===== config.mk =====
export PLATFORM = sky130hd
export DESIGN_NAME = cache_ctrl_top
export DESIGN_NICKNAME = d
export VERILOG_FILES = /design/src/common/cache_ctrl_pkg.sv /design/src/cache_fsm/cache_fsm.sv /design/src/access_gen.sv /design/src/cache_ctrl_top.sv /design/src/req_capture.sv
export SDC_FILE = /design/constraint.sdc
export NUM_CORES = 1
export LEC_CHECK = 0
export ABC_CLOCK_PERIOD_IN_PS = 2400
export BUFFER_PORTS_ARGS = -buffer_cell sky130_fd_sc_hd__buf_2
export CAP_MARGIN = 20
export CORE_MARGIN = 2
export CORE_UTILIZATION = 30
export DETAILED_ROUTE_END_ITERATION = 8
export PLACE_DENSITY_LB_ADDON = 0.2
export SYNTH_ARGS = -nofsm -noshare
export SYNTH_HDL_FRONTEND = slang
export SYNTH_SLANG_ARGS = --single-unit

===== constraint.sdc =====
create_clock -name clk -period 2.4 [get_ports clk]
set_input_delay 0.24 -clock clk [delete_from_list [all_inputs] [get_ports clk]]
set_output_delay 0.24 -clock clk [all_outputs]
set_load 0.02 [all_outputs]

===== src/common/cache_ctrl_pkg.sv =====
package cache_ctrl_pkg;

  // ******************************
  // Address fields
  // ******************************
  localparam int ADDR_W   = 16;
  localparam int TAG_W    = 5;   // addr[15:11]
  localparam int INDEX_W  = 8;   // addr[10:3]
  localparam int OFFSET_W = 3;   // addr[2:1] word, addr[0] byte

  localparam int WORDS_PER_LINE = 4;
  localparam int BANKS          = 4;

  // Memory read to cache write distance
  localparam int MEM_LATENCY = 2;
  localparam int FILL_LEN    = WORDS_PER_LINE + MEM_LATENCY;

  // ******************************
  // Types
  // ******************************
  typedef struct packed {
    logic [ADDR_W-1:0] addr;
    logic              is_write;
  } cache_req_t;

  typedef enum logic [2:0] {
    IDLE,
    COMP,
    WRITE_BACK,
    WB_WAIT,
    FILL,
    FINAL,
    DONE
  } ctrl_state_e;

  typedef struct packed {
    ctrl_state_e phase;
    logic [2:0]  count;  // Word counter inside a burst
  } burst_cmd_t;

  // Cache array side
  typedef struct packed {
    logic                enable;
    logic                comp;
    logic                c_write;
    logic                valid_in;
    logic                fill;     // Memory data into cache
    logic [TAG_W-1:0]    tag;
    logic [OFFSET_W-1:0] offset;
  } cache_ctrl_t;

  // Banked memory side
  typedef struct packed {
    logic              mem_wr;
    logic              mem_rd;
    logic [ADDR_W-1:0] address;
  } mem_req_t;

endpackage


===== src/cache_fsm/cache_fsm.sv =====
`timescale 1ns/10ps

module cache_fsm (
  input  logic                            clk,
  input  logic                            arst_n,
  input  logic                            start,
  input  logic                            is_write,
  input  logic                            hit,
  input  logic                            valid,
  input  logic                            dirty,
  input  logic [cache_ctrl_pkg::BANKS-1:0] busy,
  output logic                            idle,
  output cache_ctrl_pkg::burst_cmd_t      cmd,
  output logic                            done,
  output logic                            stall_cache
);

  import cache_ctrl_pkg::*;

  ctrl_state_e state;
  ctrl_state_e state_nxt;
  logic [2:0]  cnt;
  logic [2:0]  cnt_nxt;
  logic        victim_dirty;
  logic        wb_last;
  logic        fill_last;

  assign victim_dirty = valid & dirty & ~hit;
  assign wb_last      = (cnt == 3'(WORDS_PER_LINE - 1));
  assign fill_last    = (cnt == 3'(FILL_LEN - 1));

  // ******************************
  // Next state
  // ******************************
  always_comb begin
    state_nxt = state;
    cnt_nxt   = cnt + 3'd1;
    case (state)
      IDLE: begin
        cnt_nxt = '0;
        if (start) begin
          state_nxt = COMP;
        end
      end
      COMP: begin
        cnt_nxt = '0;
        if (hit & valid) begin
          state_nxt = DONE;
        end else begin
          // Every miss allocates the line
          state_nxt = victim_dirty ? WRITE_BACK : WB_WAIT;
        end
      end
      WRITE_BACK: begin
        if (wb_last) begin
          state_nxt = WB_WAIT;
          cnt_nxt   = '0;
        end
      end
      WB_WAIT: begin
        cnt_nxt = '0;
        if (busy == '0) begin  // All banks free
          state_nxt = FILL;
        end
      end
      FILL: begin
        if (fill_last) begin
          state_nxt = FINAL;
          cnt_nxt   = '0;
        end
      end
      FINAL: begin
        cnt_nxt   = '0;
        state_nxt = DONE;
      end
      DONE: begin
        cnt_nxt   = '0;
        state_nxt = IDLE;
      end
      default: begin
        cnt_nxt   = '0;
        state_nxt = IDLE;
      end
    endcase
  end

  // ******************************
  // State and counter
  // ******************************
  always_ff @(posedge clk or negedge arst_n) begin
    if (!arst_n) begin
      state <= IDLE;
      cnt   <= '0;
    end else begin
      state <= state_nxt;
      cnt   <= cnt_nxt;
    end
  end

  // Outputs decoded from state only
  assign idle        = (state == IDLE);
  assign done        = (state == DONE);
  assign stall_cache = (state != IDLE) && (state != DONE);

  assign cmd.phase = state;
  assign cmd.count = cnt;

endmodule


===== src/access_gen.sv =====
`timescale 1ns/10ps

module access_gen (
  input  cache_ctrl_pkg::cache_req_t       req,
  input  cache_ctrl_pkg::burst_cmd_t       cmd,
  input  logic [cache_ctrl_pkg::TAG_W-1:0] cache_tag_in,
  output cache_ctrl_pkg::cache_ctrl_t      cache,
  output cache_ctrl_pkg::mem_req_t         mem
);

  import cache_ctrl_pkg::*;

  logic [TAG_W-1:0]   req_tag;
  logic [INDEX_W-1:0] req_index;
  logic               req_byte;
  logic [1:0]         word_k;
  logic [2:0]         fill_cnt;
  logic [1:0]         fill_word;

  assign req_tag   = req.addr[ADDR_W-1 -: TAG_W];
  assign req_index = req.addr[OFFSET_W +: INDEX_W];
  assign req_byte  = req.addr[0];
  assign word_k    = cmd.count[1:0];

  // Cache side trails memory reads
  assign fill_cnt  = cmd.count - 3'(MEM_LATENCY);
  assign fill_word = fill_cnt[1:0];

  always_comb begin
    cache        = '0;
    cache.tag    = req_tag;
    cache.offset = req.addr[OFFSET_W-1:0];
    mem          = '0;
    mem.address  = req.addr;

    case (cmd.phase)
      COMP: begin
        cache.enable  = 1'b1;
        cache.comp    = 1'b1;
        cache.c_write = req.is_write;  // Write hit lands here
      end
      WRITE_BACK: begin
        // Victim line out, word by word
        cache.enable = 1'b1;
        cache.offset = {word_k, req_byte};
        mem.mem_wr   = 1'b1;
        mem.address  = {cache_tag_in, req_index, word_k, req_byte};
      end
      FILL: begin
        if (cmd.count < 3'(WORDS_PER_LINE)) begin
          mem.mem_rd  = 1'b1;
          mem.address = {req_tag, req_index, word_k, req_byte};
        end
        if (cmd.count >= 3'(MEM_LATENCY)) begin
          cache.enable   = 1'b1;
          cache.c_write  = 1'b1;
          cache.valid_in = 1'b1;
          cache.fill     = 1'b1;
          cache.offset   = {fill_word, req_byte};
        end
      end
      FINAL: begin
        cache.enable   = 1'b1;
        cache.c_write  = req.is_write;
        cache.valid_in = req.is_write;
      end
      WB_WAIT, DONE: begin
        cache.enable = 1'b1;
      end
      default: begin
        cache.enable = 1'b0;  // Idle, array quiet
      end
    endcase
  end

endmodule


===== src/cache_ctrl_top.sv =====
`timescale 1ns/10ps

module cache_ctrl_top (
  input  logic                             clk,
  input  logic                             arst_n,
  input  logic [cache_ctrl_pkg::ADDR_W-1:0] addr,
  input  logic                             read,
  input  logic                             write,
  input  logic                             hit,
  input  logic                             valid,
  input  logic                             dirty,
  input  logic [cache_ctrl_pkg::BANKS-1:0]  busy,
  input  logic [cache_ctrl_pkg::TAG_W-1:0]  cache_tag_in,
  output cache_ctrl_pkg::cache_ctrl_t      cache,
  output cache_ctrl_pkg::mem_req_t         mem,
  output logic                             done,
  output logic                             stall_cache
);

  import cache_ctrl_pkg::*;

  logic       idle;
  logic       start;
  cache_req_t req;
  burst_cmd_t cmd;

  req_capture u_req_capture (
    .clk    (clk),
    .arst_n (arst_n),
    .addr   (addr),
    .read   (read),
    .write  (write),
    .idle   (idle),
    .start  (start),
    .req    (req)
  );

  cache_fsm u_cache_fsm (
    .clk         (clk),
    .arst_n      (arst_n),
    .start       (start),
    .is_write    (req.is_write),
    .hit         (hit),
    .valid       (valid),
    .dirty       (dirty),
    .busy        (busy),
    .idle        (idle),
    .cmd         (cmd),
    .done        (done),
    .stall_cache (stall_cache)
  );

  access_gen u_access_gen (
    .req          (req),
    .cmd          (cmd),
    .cache_tag_in (cache_tag_in),
    .cache        (cache),
    .mem          (mem)
  );

endmodule


===== src/req_capture.sv =====
`timescale 1ns/10ps

module req_capture (
  input  logic                             clk,
  input  logic                             arst_n,
  input  logic [cache_ctrl_pkg::ADDR_W-1:0] addr,
  input  logic                             read,
  input  logic                             write,
  input  logic                             idle,
  output logic                             start,
  output cache_ctrl_pkg::cache_req_t       req
);

  import cache_ctrl_pkg::*;

  // Only one request in flight, accept while idle
  assign start = idle & (read | write);

  always_ff @(posedge clk or negedge arst_n) begin
    if (!arst_n) begin
      req <= '0;
    end else if (start) begin
      req.addr     <= addr;
      req.is_write <= write;  // Write wins over read
    end
  end

endmodule

==> summary.txt <==
STA
  • Fin crit share: 93.4%
  • Final critical-path required period: 2.24 ns
  • Final setup fails: 0
  • Hold Fails Final Rpt: 0
  • RSZ-0062 raised after global routing: false
  • Layout Skew: 0.00912 ns
  • Actual slew at the worst max-slew pin: 0.540 ns
  • Fmax: 0.446 GHz
  • Sum Neg Setup Slack: 0 ns
  • Slew HR: 64.0%
  • Max Slew Vio Count: 0

Clock tree
  • Worst-skew pair later-pin latency: 0.27 ns
  • CTS tree: built
  • Total CTS buffers: 3
  • Post-CTS Setup Bufs: 0
  • Root buffer cell: clkbuf_8
  • CTS Buffer Depth: 2
  • H-tree Lvls: 1
  • Worst-path clk slew: 0.10 ns
  • Clk sinks: 23

Placement
  • Final HPWL DP: 2500 µm
  • Cell total after placement: 233
  • Placed inst area: 1680 µm²
  • Port bufs: 64
  • GPL Wtd Cong: 0.841

Synth
  • Post-synth top area cell: dfrtp_1
  • #FFs+latches synth: 23
  • Syn_nets: 170
  • Ranking of synthesized cells by area: dfrtp_1 (40%), mux2_4 (10%), mux2_2 (9.4%)
  • Syn Inst Count: 134
  • Seq/Total Area, Yosys: 40.1%
  • Warnings from Yosys: 0
  • Share of the synthesized area in the top cell type: 40.1%
  • Mapped cell area: 1440 µm²
  • Syn Area/Cell: 10.7 µm²
  • Synth cell types: 37

Layout
  • ANT cells: 0
  • Nets@finish: 221
  • Finished Cell Area: 1740 µm²
  • Non-Filler Instances: 238
  • Post-layout util: 37.3%
  • Syn-to-layout area delta: 21.2%
  • Layout cells sized above 1: 52.2%

Setup path
  • Kind of end point of the critical path: output port
  • Reg2Reg Capture Point: u_req_capture.req[3]$_DFFE_PN0P_
  • Worst Setup EP: cache[1]
  • Critical path origin: u_cache_fsm.state[1]$_DFFE_PN0P_
  • Worst path arrival time: 2.00 ns
  • Setup crit start kind: flip-flop
  • WS Path Type: flip-flop to output port
  • Crit path max fanout: 16
  • RR Startpoint: u_cache_fsm.state[1]$_DFFE_PN0P_
  • FF-to-FF path depth: 4
  • Req. time, crit path: 2.16 ns
  • R2R Setup Slk: 0.53 ns

Floorplan
  • Die Span Y: 73.2 µm
  • Die ar.: 5350 µm²
  • Core Region: 4660 µm²
  • Initial Util: 30.8%
  • Core Rows: 25
  • Top-Level Pins: 65
  • Die W: 73.2 µm

Detailed routing
  • Via count of the routed design: 1155
  • Average wire per cell in the routed design: 13.7 µm
  • Via-to-Cell Ratio: 4.85
  • DRT Pass-1 Iters: 4
  • DRT antenna net count: 0
  • DRC violations left: 0
  • Detailed Route Iter0 Violations: 76
  • Post-Route WL: 3260 µm

Power and ir drop
  • Pwr Total: 2.52 mW
  • Sw frac: 46.2%
  • Cell internal pwr: 1.35 mW
  • Logic pwr share: 60.0%
  • Clk pwr share: 10.1%
  • Switching Power: 1.16 mW
  • VDD IR max: 0.000722 V
  • Sequential power share: 29.8%
  • Leak: 0.851 nW
  • Cell Pwr Density: 1450 nW/µm²

Global route
  • GRT Overall Usage: 12.6%
  • Grt met1 use: 17.1%
  • Pin count of the biggest net entering global routing: 24
  • First-pass GRT wire length: 5350 µm
  • Vias in the first global route: 1197
  • Initial antenna violation count: 0
  • GRT busiest layer: met2
  • Routing usage on met2: 21.1%
  • Total gr overflow: 0
  • Met3 Use GR: 2.90%

Hold path
  • HP Class: input pin to flip-flop

Status
  • Outcome: completed

Flow run
  • Max-cap violation count: 0
-- worst max-delay path, stage by stage (launching register included) --
cell,delay (ns)
dfrtp_1,0.54
or2b_1,0.31
nor3_1,0.34
nor2_1,0.10
mux2_2,0.29
buf_2,0.16
-- per-stage QoR --
| stage | hold slack, ns | setup WS (ns) |
|---|---|---|
| after floorplan | -0.0556 | 0.512 |
| after global placement | 0.243 | 0.540 |
| after detailed placement | 0.261 | 0.457 |
| after CTS | 0.178 | 0.159 |
| after global routing | 0.179 | 0.0618 |
| final | 0.190 | 0.159 |
-- layout make-up --
class,count,area (µm²)
fillers,461,2920
multi-input cells,86,686
flip-flops and latches,23,577
repair buffers,67,345
well taps,54,67.6
clock buffers,3,41.3
inverters,4,15.0
clock inverters,1,7.51
-- routing by layer --
layer	part of all wire [%]	routed length, µm
met5	0	0
met4	0.18	6
met3	7.8	254
met2	46	1500
met1	46	1500
-- synth_stat cells, drive strengths merged --
| cell | number |
|---|---|
| nor4 | 1 |
| a21boi | 1 |
| nor3 | 3 |
| o22a | 2 |
| or2 | 2 |
| clkbuf | 3 |
| and2 | 1 |
| a31oi | 2 |
| nand2 | 5 |
| a21oi | 4 |
| a2bb2oi | 2 |
| inv | 4 |
| nand2b | 2 |
| o22ai | 2 |
| mux2 | 22 |
| o21bai | 1 |
| or4 | 1 |
| dfrtp | 23 |
| or2b | 2 |
| a21o | 3 |
| nor2 | 16 |
| nand3b | 1 |
| and3 | 1 |
| ha | 4 |
| o2bb2ai | 1 |
| o21ai | 4 |
| nor2b | 1 |
| o211ai | 1 |
| a22o | 1 |
| buf | 18 |
-- timing repair --
item | CTS | global route
endpoints found under the setup margin | 0 | 1
endpoints found under the hold margin | 23 | 0
hold buffers | 1 | 0
resized for setup | 0 | 1
-- cell usage in the layout, fill, tap and decap left out, types with 2 or more instances in the layout --
cell	n
buf_2	64
dfrtp_1	22
nor2_1	15
mux2_2	12
mux2_4	10
nand2_1	5
inv_1	4
o21ai_0	4
a21oi_1	4
ha_1	4
a21o_1	3
clkbuf_8	3
or2b_1	2
nor3_1	2
a2bb2oi_1	2
nand2b_1	2
o22a_1	2
o22ai_1	2
a31oi_1	2
buf_4	2
-- how the worst min path moves through the flow --
stage          startpoint                          endpoint  slack, ns  cells past startpoint
2_1_floorplan      arst_n      u_cache_fsm.cnt[0]$_DFF_PN0_      -0.06                      0
3_3_place_gp       arst_n  u_req_capture.req[0]$_DFFE_PN0P_       0.24                      1
3_5_place_dp       arst_n  u_req_capture.req[0]$_DFFE_PN0P_       0.26                      1
4_1_cts           addr[7]  u_req_capture.req[8]$_DFFE_PN0P_       0.18                      2
5_1_grt           addr[5]  u_req_capture.req[6]$_DFFE_PN0P_       0.18                      2
6_report          addr[4]  u_req_capture.req[5]$_DFFE_PN0P_       0.19                      2
-- cells by family (layout without fill, tap and decap cells) --
kind of cell / after synthesis / after routing / share of synthesized area, %
mux: 22 / 22 / 19.9
flops: 23 / 23 / 40.1
buf+inv: 25 / 75 / 12.1
compound gates: 24 / 24 / 11.3
simple gates: 36 / 36 / 13.1
fa+ha+maj: 4 / 4 / 3.49
-- flip-flops by register name, summed over array words and instances, names as in the netlist --
signal	flops
u_cache_fsm.cnt	3
u_cache_fsm.state	3
u_req_capture.req	17
-- power groups by stage --
stage          Combinational (mW)  Clock, mW  Sequential [mW]
3_3_place_gp                 1.50          0            0.749
2_1_floorplan                1.34          0            0.680
3_5_place_dp                 1.52          0            0.750
4_1_cts                      1.52      0.270            0.750
6_report                     1.51      0.255            0.750
5_1_grt                      1.64      0.281            0.784
(Power assumes the default switching activity.)
